**config.mk**
```make
export PLATFORM = sky130hd
export DESIGN_NAME = npc_rdata_merge
export DESIGN_NICKNAME = d
export VERILOG_FILES = /design/src/verilog/npc_axi_pkg.sv /design/src/verilog/npc_rdata_merge.sv
export VERILOG_INCLUDE_DIRS = /design/src /design/src/verilog
export SDC_FILE = /design/constraint.sdc
export NUM_CORES = 1
export LEC_CHECK = 0
export ABC_CLOCK_PERIOD_IN_PS = 7850
export BUFFER_PORTS_ARGS = -buffer_cell sky130_fd_sc_hd__buf_2
export CORE_AREA = 2 2 168 170
export DETAILED_ROUTE_END_ITERATION = 10
export DIE_AREA = 0 0 170 172
export HOLD_SLACK_MARGIN = 0.08
export PLACE_DENSITY = 0.7
export SLEW_MARGIN = 20
export SYNTH_ARGS = -nofsm -noshare
export SYNTH_HDL_FRONTEND = slang
export SYNTH_SLANG_ARGS = --single-unit
```
**constraint.sdc**
```tcl
create_clock -name clock -period 7.85 [get_ports clock]
set_input_delay 0.785 -clock clock [delete_from_list [all_inputs] [get_ports clock]]
set_output_delay 0.785 -clock clock [all_outputs]
set_load 0.01 [all_outputs]
```
**src/verilog/npc_consts.svh**
```systemverilog
`ifndef NPC_CONSTS_SVH
`define NPC_CONSTS_SVH

// memory geometry, 64-bit words
// bank select is addr[4:3], word index is addr[12:5]
`define NPC_BANKS 4
`define NPC_BANK_WORDS 256

// axi id width, same as the core's io_master ids
`define NPC_ID_W 4

// read data FIFO entries in the merger
`define NPC_RBUF_DEPTH 4

// byte offset inside one 64-bit beat
`define NPC_BEAT_SHIFT 3

`endif

```
**src/verilog/npc_axi_pkg.sv**
```systemverilog
`default_nettype none
`include "npc_consts.svh"

package npc_axi_pkg;

  typedef logic [`NPC_ID_W-1:0] id_t;
  typedef logic [$clog2(`NPC_BANKS)-1:0] bank_t;
  typedef logic [$clog2(`NPC_BANK_WORDS)-1:0] widx_t;
  typedef logic [$clog2(`NPC_RBUF_DEPTH+1)-1:0] room_t;

  // AW and AR carry the same fields
  typedef struct packed {
    logic [31:0] addr;
    id_t         id;
    logic [7:0]  len;
    logic [2:0]  size;
    logic [1:0]  burst;
  } axi_aw_t;

  typedef struct packed {
    logic [63:0] data;
    logic [7:0]  strb;
    logic        last;
  } axi_w_t;

  typedef struct packed {
    id_t        id;
    logic [1:0] resp;
  } axi_b_t;

  typedef struct packed {
    logic [63:0] data;
    id_t         id;
    logic [1:0]  resp;
    logic        last;
  } axi_r_t;

  typedef struct packed {
    logic        we;
    widx_t       widx;
    bank_t       bank;
    logic [63:0] data;
    logic [7:0]  strb;
    id_t         id;    // read tag
    logic        last;  // read tag
  } bank_req_t;

  typedef struct packed {
    logic        valid;
    logic [63:0] data;
  } bank_rsp_t;

endpackage

`default_nettype wire

```
**src/verilog/npc_rdata_merge.sv**
```systemverilog
`default_nettype none
`include "npc_consts.svh"

module npc_rdata_merge (
  input  logic                                    clock,
  input  logic                                    rst_n,
  input  logic                                    req_valid,
  input  npc_axi_pkg::bank_req_t                  req,
  input  npc_axi_pkg::bank_rsp_t [`NPC_BANKS-1:0] rsp,
  output logic                                    r_valid,
  output npc_axi_pkg::axi_r_t                     r,
  input  logic                                    r_ready,
  output npc_axi_pkg::room_t                      merge_room
);

  localparam int PTR_W = $clog2(`NPC_RBUF_DEPTH);

  // tag of the read that the banks are serving this cycle
  logic                 tag_valid;
  npc_axi_pkg::bank_t   tag_bank;
  npc_axi_pkg::id_t     tag_id;
  logic                 tag_last;

  npc_axi_pkg::axi_r_t  fifo_mem [`NPC_RBUF_DEPTH];
  logic [PTR_W-1:0]     wr_ptr;
  logic [PTR_W-1:0]     rd_ptr;
  npc_axi_pkg::room_t   count;
  logic                 push;
  logic                 pop;

  assign push = tag_valid && rsp[tag_bank].valid;
  assign pop  = r_valid && r_ready;

  always_ff @(posedge clock or negedge rst_n) begin
    if (!rst_n) begin
      tag_valid <= 1'b0;
      wr_ptr    <= '0;
      rd_ptr    <= '0;
      count     <= '0;
    end else begin
      tag_valid <= req_valid && !req.we;
      if (push) wr_ptr <= wr_ptr + PTR_W'(1);
      if (pop) rd_ptr <= rd_ptr + PTR_W'(1);
      count <= count + npc_axi_pkg::room_t'(push) - npc_axi_pkg::room_t'(pop);
    end
  end

  always_ff @(posedge clock) begin
    tag_bank <= req.bank;
    tag_id   <= req.id;
    tag_last <= req.last;
    if (push) begin
      fifo_mem[wr_ptr] <= '{data: rsp[tag_bank].data, id: tag_id, resp: 2'b00,
                            last: tag_last};
    end
  end

  assign r_valid = (count != '0);
  assign r       = fifo_mem[rd_ptr];

  // free slots minus the beat still in the bank stage
  assign merge_room = npc_axi_pkg::room_t'(`NPC_RBUF_DEPTH) - count
                    - npc_axi_pkg::room_t'(tag_valid);

endmodule

`default_nettype wire

```
* Word level (Yosys, flattened, before mapping) *
Memory sizes are Yosys's and may differ from the RTL's.
Index checks and enable logic that the tools add are counted.

word-level totals
  flip-flop bits (word level) = 15
  memory bits (writable) = 276
  output and inout bits = 75
  logic and storage cells = 24
  memories = 1

memory list
  memory    depth  bits a word  read ports  clocked after memory_dff  wr ports  RTL line               source
  fifo_mem  4      69           1           0                         1         npc_rdata_merge.sv:24  npc_axi_pkg::axi_r_t fifo_mem [`NPC_RBUF_DEPTH];

cells by class
  add/subtract/negate cells = 6
  magnitude comparators = 1
  multiplexer cells = 4
  reductions and logical operators = 5

operator list
  operator               count
  $bmux W65 S2           1
  $mux W65               1
  $sub A3 B1 Y3          2
  $add A2 B1 Y2 const B  2
  $add A3 B1 Y3          1
  $logic_and A1 B1 Y1    3
  $lt A2 B3 Y1 const B   1
  $reduce_bool A3 Y1     1
  $sub A3 B3 Y3 const A  1
  $mux W1                2
  $logic_not A1 Y1       1

* Logic depth before layout (Yosys ltp) *
  depth after elaboration = 5
  depth in mapped cells = 10
  gate-level depth less buffers = 9

* Worst setup path before layout *
Ideal clock, no wire load.

  path type = input port to flip-flop
  start point = in rsp[259] in the netlist's numbering
  end point = mem fifo_mem[0][0] in the netlist's numbering (enable)
  arrival = 2757 ps
  data required time = 7415 ps
  setup slack = 4659 ps
  stages on the path = 3
  path buffers = 0
  cell sequence = mux2i_1 o22ai_4 and2_1

between the ends
  word-level cells in the longest chain between the ends = 5

ends and longest elaborated chain
  item                           RTL line               source
  start, declared                npc_rdata_merge.sv:9   input npc_axi_pkg::bank_rsp_t [`NPC_BANKS-1:0] rsp,
  $bmux W65 S2                   npc_rdata_merge.sv:31  assign push = tag_valid && rsp[tag_bank].valid;
  $mux W65                       --
  $logic_and A1 B1 Y1            npc_rdata_merge.sv:31
  $mux W1                        npc_rdata_merge.sv:52  if (push) begin
  $mux W1 (not written as such)  npc_rdata_merge.sv:53  fifo_mem[wr_ptr] <= '{data: rsp[tag_bank].data, id: tag_id, resp: 2'b00,
  end, declared                  npc_rdata_merge.sv:24

Every way passes these cells. The select of a mux whose other input is x is not followed.

==> summary.md <==
| Metric | Value |
|---|---|
| Status | complete, no violations |
| GPL Wtd Cong | 0.726 |
| Synth Register Bits | 291 |
| Worst Hold Slack | 350 ps |
| Leak Pwr | 0.00556 uW |
| Clock Skew | 8.39 ps |
| Post-CTS Resized | 0 |
| Data required, critical path | 7070 ps |
| Final setup viols | 0 |
| Initial antenna violation count | 5 |
| I/O Pins | 427 |
| Root buf cell | clkbuf_16 |
| DRC Markers | 0 |
| Count of non-filler cells in the finished layout | 1,217 |
| Port Buffer Count | 344 |
| Post-route design area | 15,200 sq um |
| Critical path origin | rd_ptr[0]$_DFFE_PN0P_ |
| Critical path, cell by cell | buf_4 > mux4_2 > buf_2 |
| Layout cells sized above 1 | 62.2% |
| Detailed placer's ending HPWL | 16.2 mm |
| Warnings from Yosys | 0 |
| Compound-Gate Fraction of Synth Area | 0.236% |
| Syn Inst Count | 494 |
| Reg clk slew, reported paths | 60 ps |
| Drt wl/cell | 20.4 um |
| FF-to-FF Start | tag_bank[0]$_DFF_P_ |
| CP delay by family, top | buffers and inverters |
| Max-capacitance violation count | 0 |
| Top_reg_cell synth | edfxtp_1 |
| Largest family of logic cells by synthesized area | multiplexers |
| Hold WC Path Type | in -> reg |
| Multiplexer area fraction after synthesis | 24.8% |
| Pin count of the biggest net entering global routing | 71 |
| Routed Wire Length | 24.8 mm |
| Die footprint | 29,200 sq um |
| Rel. slew slack | 26.7% |
| Global-route wire length before repair | 37.3 mm |
| Period minus WS final | 3740 ps |
| Cts bufs inserted | 29 |
| Die height | 172 um |
| GRT Residual Overflow | 0 |
| Highest fanout seen on the critical path | 36 |
| CP max stage cell | dfrtp_4 |
| H-Tree Depth | 1 |
| Post-synth top area share | 68.0% |
| Ys async rst share | 2.75% |
| Worst slew pin tran | 1100 ps |
| Largest cells by area after synthesis | edfxtp_1 68%, mux4_2 25%, dfrtp_1 1.6% |
| Setup crit start kind | flip-flop |
| Adder-Cell Fraction of Synth Area | 0.985% |
| TritonCTS clock tree | yes |
| Inst Count DP | 1,160 |
| EDFF count, synth | 276 |
| Floorplan core area | 27,500 sq um |
| Post-synth top area cell | edfxtp_1 |
| Synthesized cell area | 12,200 sq um |
| Via count | 6,442 |
| Hold path startpoint | req[3] |
| Critical Path Max Stage Delay | 890 ps |
| Drt pass-1 iters | 4 |
| Detail-routed via count per cell | 5.29 |
| Number of global-route vias before repair | 6,849 |
| CP bufs+invs | 2 |
| Mean post-synth cell area | 24.7 sq um |
| ANT nets after route | 0 |
| First DRT Iteration DRCs | 431 |
| Max IR drop VDD | 0.197 mV |
| Simple-gate share of the synthesized area | 0.441% |
| PnR worst setup slack | 4110 ps |
| RSZ-0062 raised after global routing | no |
| Unique masters post-synth | 24 |
| Setup TNS | 0 ps |
| Post-Place Worst Slack | 4500 ps |
| GRT Total Usage | 16.9% |
| Die width | 170 um |
| Achievable Freq | 267 MHz |
| Area Growth Syn to Fin | 24.7% |
| # nets final | 1,208 |
| CP endpoint kind | output port |
| Placed cell area | 14,200 sq um |
| Synth Area in XOR/XNOR | 0.431% |
| Initial Utilization | 44.4% |
| Crit Path Category | reg -> out |
| Final cycle utilization of the critical path | 47.7% |
| Worst EP arrival | 2960 ps |
| Pins Over Slew Limit | 0 |
| Worst-skew pair later-pin latency | 540 ps |
| Rows | 61 |
| Fin. Hold Viols | 0 |
| Sequential-to-total area share from yosys stat | 70.8% |
| Sinks on the clock net | 291 |
| Clock tree buffer depth | 3 |
| Power per cell area | 295 nW/um^2 |
per-stage QoR:
stage / util [%] / total power (uW)
3_3_place_gp: 51.6 / 3130
2_1_floorplan: - / 2740
5_1_grt: 55.3 / 4710
3_5_place_dp: 51.6 / 3150
6_report: 55.3 / 4490
4_1_cts: 55.2 / 4570
cells by family after synthesis:
logic type	count (synthesis)
other	1
muxes	136
and+or+nand+nor	9
adders and majority gates	9
buffers and inverters	40
xor gates and xnor gates	6
DFF	291
AOI/OAI and AO/OA	2
registers in the layout (all words and copies together), names as in the netlist:
signal	count
fifo_mem	276
tag_id	4
tag_last	1
tag_valid	1
tag_bank	2
wr_ptr	2
count	3
rd_ptr	2
report_power, final:
group / leakage (uW) / total (uW) / switching [uW] / internal [uW]
Combinational: 0.00242 / 1070 / 476 / 598
Sequential: 0.00265 / 2000 / 172 / 1830
Clock: 0.000487 / 1410 / 549 / 866
layer usage:
layer | vias to the layer above | global-route usage (%) | part of all wire (%)
met3 | 38 | 4.05 | 7.2
met2 | 245 | 29.9 | 51
met5 | - | 0 | 0.12
met1 | 3282 | 21.0 | 40
li1 | 2873 | - | -
met4 | 4 | 4.53 | 1.7
worst register-to-register path, cell delays in order, from the launching register on:
cell,delay (ps)
dfxtp_4,770
nand2_2,140
o22ai_4,320
and2_4,550
buf_4,600
area by class of cell:
| type | count | area (sq um) |
|---|---|---|
| flip-flops and latches | 291 | 8640 |
| well taps | 346 | 433 |
| inverters | 8 | 30.0 |
| diodes | 3 | 7.51 |
| multi-input cells | 164 | 3300 |
| repair buffers | 353 | 1800 |
| clock inverters | 16 | 208 |
| clock buffers | 36 | 782 |
| fillers | 2149 | 12300 |
synth_stat cells (2+ instances only):
| cell type | number |
|---|---|
| and2_1 | 4 |
| buf_2 | 15 |
| buf_4 | 3 |
| buf_6 | 13 |
| dfrtp_1 | 8 |
| dfxtp_1 | 7 |
| edfxtp_1 | 276 |
| ha_1 | 8 |
| inv_1 | 8 |
| mux2i_1 | 2 |
| mux4_2 | 133 |
| xnor2_1 | 3 |
| xor2_1 | 3 |
final timing paths:
kind,to,slack [ps],cells past startpoint
max reg2reg,fifo_mem[2][60]$_DFFE_PP_,5080,4
min reg2reg,fifo_mem[2][0]$_DFFE_PP_,480,0
min in group asynchronous,tag_valid$_DFF_PN0_,630,2
max,r[18],4110,3
max in group asynchronous,rd_ptr[1]$_DFFE_PN0P_,7020,2
min,tag_id[2]$_DFF_P_,350,1
what timing repair did:
| action | 4_1_cts | 5_1_grt |
|---|---|---|
| buffers inserted | 0 | 0 |
| hold endpoints to repair | 8 | 0 |
| hold buffers | 1 | 0 |
layout by cell type, fill, tap and decap left out, types with 4 or more instances in the layout:
master and n:
clkbuf_16 29, inv_1 8, dfxtp_1 5, buf_4 7, buf_2 344, clkbuf_1 4, bufinv_16 5, and2_4 4
ha_1 8, dfrtp_1 6, mux4_2 133, clkinv_2 6, edfxtp_1 276
(Power assumes the default switching activity.)
