[src/verilog/npc_consts.svh]
`ifndef NPC_CONSTS_SVH
`define NPC_CONSTS_SVH

// memory geometry, 64-bit words
// bank select is addr[4:3], word index is addr[12:5]
`define NPC_BANKS 4
`define NPC_BANK_WORDS 256

// axi id width, same as the core's io_master ids
`define NPC_ID_W 4

// read data FIFO entries in the merger
`define NPC_RBUF_DEPTH 4

// byte offset inside one 64-bit beat
`define NPC_BEAT_SHIFT 3

`endif

[src/verilog/npc_axi_pkg.sv]
`default_nettype none
`include "npc_consts.svh"

package npc_axi_pkg;

  typedef logic [`NPC_ID_W-1:0] id_t;
  typedef logic [$clog2(`NPC_BANKS)-1:0] bank_t;
  typedef logic [$clog2(`NPC_BANK_WORDS)-1:0] widx_t;
  typedef logic [$clog2(`NPC_RBUF_DEPTH+1)-1:0] room_t;

  // AW and AR carry the same fields
  typedef struct packed {
    logic [31:0] addr;
    id_t         id;
    logic [7:0]  len;
    logic [2:0]  size;
    logic [1:0]  burst;
  } axi_aw_t;

  typedef struct packed {
    logic [63:0] data;
    logic [7:0]  strb;
    logic        last;
  } axi_w_t;

  typedef struct packed {
    id_t        id;
    logic [1:0] resp;
  } axi_b_t;

  typedef struct packed {
    logic [63:0] data;
    id_t         id;
    logic [1:0]  resp;
    logic        last;
  } axi_r_t;

  typedef struct packed {
    logic        we;
    widx_t       widx;
    bank_t       bank;
    logic [63:0] data;
    logic [7:0]  strb;
    id_t         id;    // read tag
    logic        last;  // read tag
  } bank_req_t;

  typedef struct packed {
    logic        valid;
    logic [63:0] data;
  } bank_rsp_t;

endpackage

`default_nettype wire

[src/verilog/npc_burst_ctrl.sv]
`default_nettype none
`include "npc_consts.svh"

module npc_burst_ctrl (
  input  logic                   clock,
  input  logic                   rst_n,
  input  logic                   aw_valid,
  input  npc_axi_pkg::axi_aw_t   aw,
  output logic                   aw_ready,
  input  logic                   w_valid,
  input  npc_axi_pkg::axi_w_t    w,
  output logic                   w_ready,
  output logic                   b_valid,
  output npc_axi_pkg::axi_b_t    b,
  input  logic                   b_ready,
  input  logic                   ar_valid,
  input  npc_axi_pkg::axi_aw_t   ar,
  output logic                   ar_ready,
  output logic                   req_valid,
  output npc_axi_pkg::bank_req_t req,
  input  npc_axi_pkg::room_t     merge_room
);

  localparam int BANK_W = $clog2(`NPC_BANKS);
  localparam int WIDX_W = $clog2(`NPC_BANK_WORDS);
  localparam int ADDR_W = `NPC_BEAT_SHIFT + BANK_W + WIDX_W;  // 8 KiB space

  typedef enum logic [1:0] {
    S_IDLE,
    S_WR,
    S_RD
  } state_t;

  state_t                 state;
  state_t                 state_nxt;
  logic                   aw_ready_q;
  logic                   b_valid_q;
  logic [ADDR_W-1:0]      addr_q;
  npc_axi_pkg::id_t       id_q;
  logic [7:0]             cnt_q;     // beats left after the current one
  logic                   aw_fire;
  logic                   ar_fire;
  logic                   w_fire;
  logic                   b_fire;
  logic                   rd_issue;

  assign aw_ready = aw_ready_q;
  assign ar_ready = aw_ready_q && !aw_valid;  // writes win
  assign w_ready  = (state == S_WR) && !b_valid_q;
  assign b_valid  = b_valid_q;
  assign b.id     = id_q;
  assign b.resp   = 2'b00;

  assign aw_fire  = aw_valid && aw_ready;
  assign ar_fire  = ar_valid && ar_ready;
  assign w_fire   = w_valid && w_ready;
  assign b_fire   = b_valid_q && b_ready;
  // only issue with a free slot in the merger
  assign rd_issue = (state == S_RD) && (merge_room != '0);

  always_comb begin
    state_nxt = state;
    case (state)
      S_IDLE: begin
        if (aw_fire) begin
          state_nxt = S_WR;
        end else if (ar_fire) begin
          state_nxt = S_RD;
        end
      end
      S_WR: begin
        if (b_fire) begin
          state_nxt = S_IDLE;
        end
      end
      S_RD: begin
        if (rd_issue && cnt_q == 8'd0) begin
          state_nxt = S_IDLE;
        end
      end
      default: state_nxt = S_IDLE;
    endcase
  end

  always_ff @(posedge clock or negedge rst_n) begin
    if (!rst_n) begin
      state      <= S_IDLE;
      aw_ready_q <= 1'b0;
      b_valid_q  <= 1'b0;
    end else begin
      state      <= state_nxt;
      aw_ready_q <= (state_nxt == S_IDLE);
      if (w_fire && w.last) begin
        b_valid_q <= 1'b1;
      end else if (b_fire) begin
        b_valid_q <= 1'b0;
      end
    end
  end

  // burst address and beat count, upper address bits dropped
  always_ff @(posedge clock) begin
    if (aw_fire) begin
      addr_q <= {aw.addr[ADDR_W-1:`NPC_BEAT_SHIFT], {`NPC_BEAT_SHIFT{1'b0}}};
      id_q   <= aw.id;
      cnt_q  <= aw.len;
    end else if (ar_fire) begin
      addr_q <= {ar.addr[ADDR_W-1:`NPC_BEAT_SHIFT], {`NPC_BEAT_SHIFT{1'b0}}};
      id_q   <= ar.id;
      cnt_q  <= ar.len;
    end else if (w_fire || rd_issue) begin
      addr_q <= addr_q + ADDR_W'(8);  // wraps at 8 KiB
      cnt_q  <= cnt_q - 8'd1;
    end
  end

  assign req_valid = w_fire || rd_issue;
  assign req.we    = (state == S_WR);
  assign req.bank  = addr_q[`NPC_BEAT_SHIFT +: BANK_W];
  assign req.widx  = addr_q[ADDR_W-1 -: WIDX_W];
  assign req.data  = w.data;
  assign req.strb  = w.strb;
  assign req.id    = id_q;
  assign req.last  = (state == S_WR) ? w.last : (cnt_q == 8'd0);

endmodule

`default_nettype wire

[config.mk]
export PLATFORM = sky130hd
export DESIGN_NAME = npc_burst_ctrl
export DESIGN_NICKNAME = d
export VERILOG_FILES = /design/src/verilog/npc_axi_pkg.sv /design/src/verilog/npc_burst_ctrl.sv
export VERILOG_INCLUDE_DIRS = /design/src /design/src/verilog
export SDC_FILE = /design/constraint.sdc
export NUM_CORES = 1
export LEC_CHECK = 0
export ABC_AREA = 1
export BUFFER_PORTS_ARGS = -buffer_cell sky130_fd_sc_hd__buf_4
export CORE_AREA = 5 5 105 107
export DETAILED_ROUTE_END_ITERATION = 8
export DIE_AREA = 0 0 110 112
export SKIP_LAST_GASP = 1
export SYNTH_ARGS = -nofsm -noshare
export SYNTH_HDL_FRONTEND = slang
export SYNTH_SLANG_ARGS = --single-unit
[constraint.sdc]
create_clock -name clock -period 1.9 [get_ports clock]
set_input_delay 0.19 -clock clock [delete_from_list [all_inputs] [get_ports clock]]
set_output_delay 0.19 -clock clock [all_outputs]
set_load 0.05 [all_outputs]
; Word-level counts from Yosys, hierarchy flattened
; Index checks and enable logic that the tools add are counted.
[totals]
register_bits = 29
in_bits = 180
elab_cells = 47
output_inout_bits = 99
[op_classes]
add_sub_neg = 2
reduce_logical = 20
n_eq_ne = 2
muxes = 16
[ops]
columns = operator, n
row1 = $mux 13, 3
row2 = $mux 8, 3
row3 = $add 13x4->13 const B, 1
row4 = $logic_and 1x1->1, 9
row5 = $logic_not 8->1, 1
row6 = $mux 2, 4
row7 = $mux 4, 2
row8 = $sub 8x1->8 const B, 1
row9 = $pmux 2 s3, 1
row10 = $reduce_bool 3->1, 2
row11 = $logic_not 2->1, 2
row12 = $reduce_bool 2->1, 2
row13 = $mux 1, 3
row14 = $eq 2x1->1 const B, 1
row15 = $eq 2x2->1 const B, 1
row16 = $logic_not 1->1, 2
row17 = $reduce_or 2->1, 1
row18 = $logic_or 1x1->1, 1

; Depth between registers and ports, before layout
[logic_depth]
ltp_word = 7
mapped_depth = 9
mapped_depth_nobuf = 9

; Least setup slack after synthesis
; No wires, ideal clock.
[synth_timing]
kind = register to register
startpoint = reg b_valid_q (netlist: b_valid)
endpoint = reg addr_q[10] (enable)
path_slack_ps = -479
path_stages_with_launch = 4
setup_time_ps = 378
required_time_ps = 1522
arrival_time_ps = 2001
synth_period_minus_slack_ps = 2379
n_path_buf = 0
path_cell_list = dfrtp_1 -> nor2_1 -> nand2_1 -> nand3_1
[synth_via]
elab_chain_cells = 5
[synth_rtl]
columns = element, line
row1 = from (decl), npc_burst_ctrl.sv:37  ; logic b_valid_q;
row2 = from (signal assigned), npc_burst_ctrl.sv:89  ; b_valid_q <= 1'b0;
row3 = from (signal assigned), npc_burst_ctrl.sv:94  ; b_valid_q <= 1'b1;
row4 = from (signal assigned), npc_burst_ctrl.sv:96  ; b_valid_q <= 1'b0;
row5 = $logic_not 1->1, npc_burst_ctrl.sv:49  ; assign w_ready = (state == S_WR) && !b_valid_q;
row6 = $logic_and 1x1->1, npc_burst_ctrl.sv:49
row7 = net w_ready, npc_burst_ctrl.sv:12  ; output logic w_ready,
row8 = $logic_and 1x1->1, npc_burst_ctrl.sv:56  ; assign w_fire = w_valid && w_ready;
row9 = $logic_or 1x1->1, npc_burst_ctrl.sv:111  ; end else if (w_fire || rd_issue) begin
row10 = $reduce_bool 3->1 (no source line), -
row11 = to (signal assigned), npc_burst_ctrl.sv:104  ; addr_q <= {aw.addr[ADDR_W-1:`NPC_BEAT_SHIFT], {`NPC_BEAT_SHIFT{1'b0}}};
row12 = to (signal assigned), npc_burst_ctrl.sv:108  ; addr_q <= {ar.addr[ADDR_W-1:`NPC_BEAT_SHIFT], {`NPC_BEAT_SHIFT{1'b0}}};
row13 = to (signal assigned), npc_burst_ctrl.sv:112  ; addr_q <= addr_q + ADDR_W'(8);
row14 = to (decl), npc_burst_ctrl.sv:38  ; logic [ADDR_W-1:0] addr_q;
; The timed path passes the listed nets, and every way through them passes these cells.
; A chain may end at the register's enable or synchronous reset.

==> results.json <==
{
  "status": "finished, final reports clean",
  "vias": 1890,
  "ys_types": 27,
  "synth_cells": 316,
  "drtPass1Iterations": 4,
  "grt_pass1_vias": 1926,
  "hold_violations": 0,
  "io_buffers": 78,
  "maxCapViolations": 0,
  "die_area_sq_um": 12300,
  "routabilityCongestion": 0.771,
  "end_kind": "output port",
  "cts_sinks": 26,
  "skew_ns": 0.0138,
  "finalCritPeriodShare": 0.937,
  "layout-drive-gt1-share": 0.308,
  "fmax_mhz": 562,
  "cp.arrival_ns": 1.59,
  "initial_core_util": 0.231,
  "syn-cell-area_sq_um": 2320,
  "critPathLaunchType": "flip-flop",
  "slew_violations": 0,
  "grt_pass1_wl_microns": 9310,
  "die_w_microns": 110,
  "antenna_left": 0,
  "min_path_type": "in2reg",
  "core_area_sq_um": 10000,
  "die_y_microns": 112,
  "hold_ws_ns": 0.107,
  "ys_ff_latch": 26,
  "crit_type": "reg2out",
  "global_route.overflow_total": 0,
  "layout_common_cells": "nand2_1 (97), buf_4 (82), inv_1 (23)",
  "final_common_cell": "nand2_1",
  "yosysWarningCount": 0,
  "hpwl_microns": 4690,
  "drt-wirelength-per-cell_microns": 13.3,
  "peakVddDrop_uv": 1020,
  "tns_ns": 0,
  "htree_levels": 1,
  "cts_buffers": 3,
  "routed_wl_microns": 6080,
  "insertion_delay_ns": 0.29,
  "antenna_found_initial": 0,
  "yosysSeqAreaShare": 0.328,
  "dp_cells": 452,
  "synthesis.area_per_instance_sq_um": 7.34,
  "power_density_nw_per_um2": 1700,
  "tritoncts": "yes",
  "cts_setup_buffers": 0,
  "rsz0062_at_grt": "false",
  "final_cells": 457,
  "clockBufferDepth": 2,
  "ios": 279,
  "cts_resized": 0,
  "clkTransAtPathRegs_ns": 0.10,
  "setup_viol": 0,
  "grt_max_degree": 19,
  "antenna_cells": 0,
  "dr.first_iter.drc_count": 60,
  "drc": 0,
  "min_period_ns": 1.78,
  "avgViaCountPerCell": 4.14,
  "p_leak_uw": 0.00127,
  "r2r_setup_slack_ns": 0.38,
  "nets": 505,
  "critPathMaxFanout": 5,
  "syn2layout_area_growth_pct": 10.9,
  "grt.total_usage": 0.0960,
  "rows": 37,
  "cts-root-buf": "clkbuf_8",
  "crit_required_ns": 1.71
}
-- per-layer routing --
| metal | global-route usage | routed length [microns] |
|---|---|---|
| met1 | 0.110 | 2410 |
| met2 | 0.167 | 3160 |
| met3 | 0.0330 | 480 |
| met4 | 0.0274 | 21 |
| met5 | 0 | 0 |
-- per-stage QoR --
step                instance area, sq um  total power (uW)  setup WS [ns]   util
floorplan                           2340              3630          0.115      -
global placement                    2520              4040          0.340  0.251
detailed placement                  2520              4090          0.339  0.251
CTS                                 2570              4460          0.119  0.256
global route                        2570              4760        0.00173  0.256
finish                              2570              4390          0.120  0.256
-- worst max-delay path, cell delays in order (launching register included) --
cell      delay, ns
edfxtp_1       0.42
inv_1          0.09
nand2_1        0.11
nor2_2         0.19
nand3_1        0.12
o21ai_1        0.15
buf_4          0.22
-- cells in the mapped netlist --
library cell  number  area share
ha_1               3       0.016
nand3_1           18       0.039
dfrtp_1            4       0.043
buf_2              4      0.0086
a31oi_1            4       0.011
clkinv_4           1      0.0038
or2_2              1      0.0027
a21oi_1            5       0.011
o21ai_1            8       0.017
o21ai_0           11       0.024
nand2_1           97        0.16
buf_6              1      0.0049
o21bai_1           3      0.0097
nand2_2            1      0.0027
buf_4             79        0.26
edfxtp_1          22        0.28
nand3b_1           2      0.0065
nor2_1            16       0.026
nand4_1            4       0.011
inv_4              1      0.0027
conb_1             1      0.0016
nor2_4             2      0.0097
inv_2              1      0.0016
nor2_2             2      0.0054
nand2_4            1      0.0049
a21o_1             1      0.0032
inv_1             23       0.037
-- power breakdown --
part	leakage [uW]	total, uW	internal (uW)	switching [uW]
registers	0.000263	1280	1050	232
clock network	0.0000231	354	146	208
logic	0.000979	2750	869	1880
-- layout make-up --
| type | instances | area, sq um |
|---|---|---|
| fill | 1118 | 7470 |
| multi-input combinational | 181 | 846 |
| sequential | 26 | 762 |
| timing repair buffer | 84 | 646 |
| tap | 136 | 170 |
| inverter | 26 | 105 |
| clock buffer | 3 | 41.3 |
| clock inverter | 1 | 3.75 |
-- state kept, by name (all words and copies together) (netlist names) --
name and cells:
state 2, b_valid 1, addr_q 10, aw_ready 1
cnt_q 8, id_q 4
-- timing repair --
action | in CTS | in global routing
endpoints found under the hold margin | 4 | 0
hold buffers | 1 | 0
setup endpoints to repair | 0 | 0
-- path summary, 6_finish.rpt --
kind | startpoint | to | cells past startpoint
hold reg to reg | state[1] | state[1] | 3
max in group asynchronous | rst_n | aw_ready | 2
setup reg to reg | aw_ready | cnt_q[0] | 5
hold / removal | b_ready | b_valid | 2
setup / recovery | cnt_q[3] | req[0] | 6
min in group asynchronous | rst_n | b_valid | 2
-- kinds of logic after synthesis --
group / count (synthesis) / synth area share
AOI/OAI and AO/OA: 32 / 0.0755
adders and majority gates: 3 / 0.0162
buffers and inverters: 110 / 0.314
DFF: 26 / 0.328
other: 1 / 0.00162
and+or+nand+nor: 144 / 0.264
(Power assumes the default switching activity.)
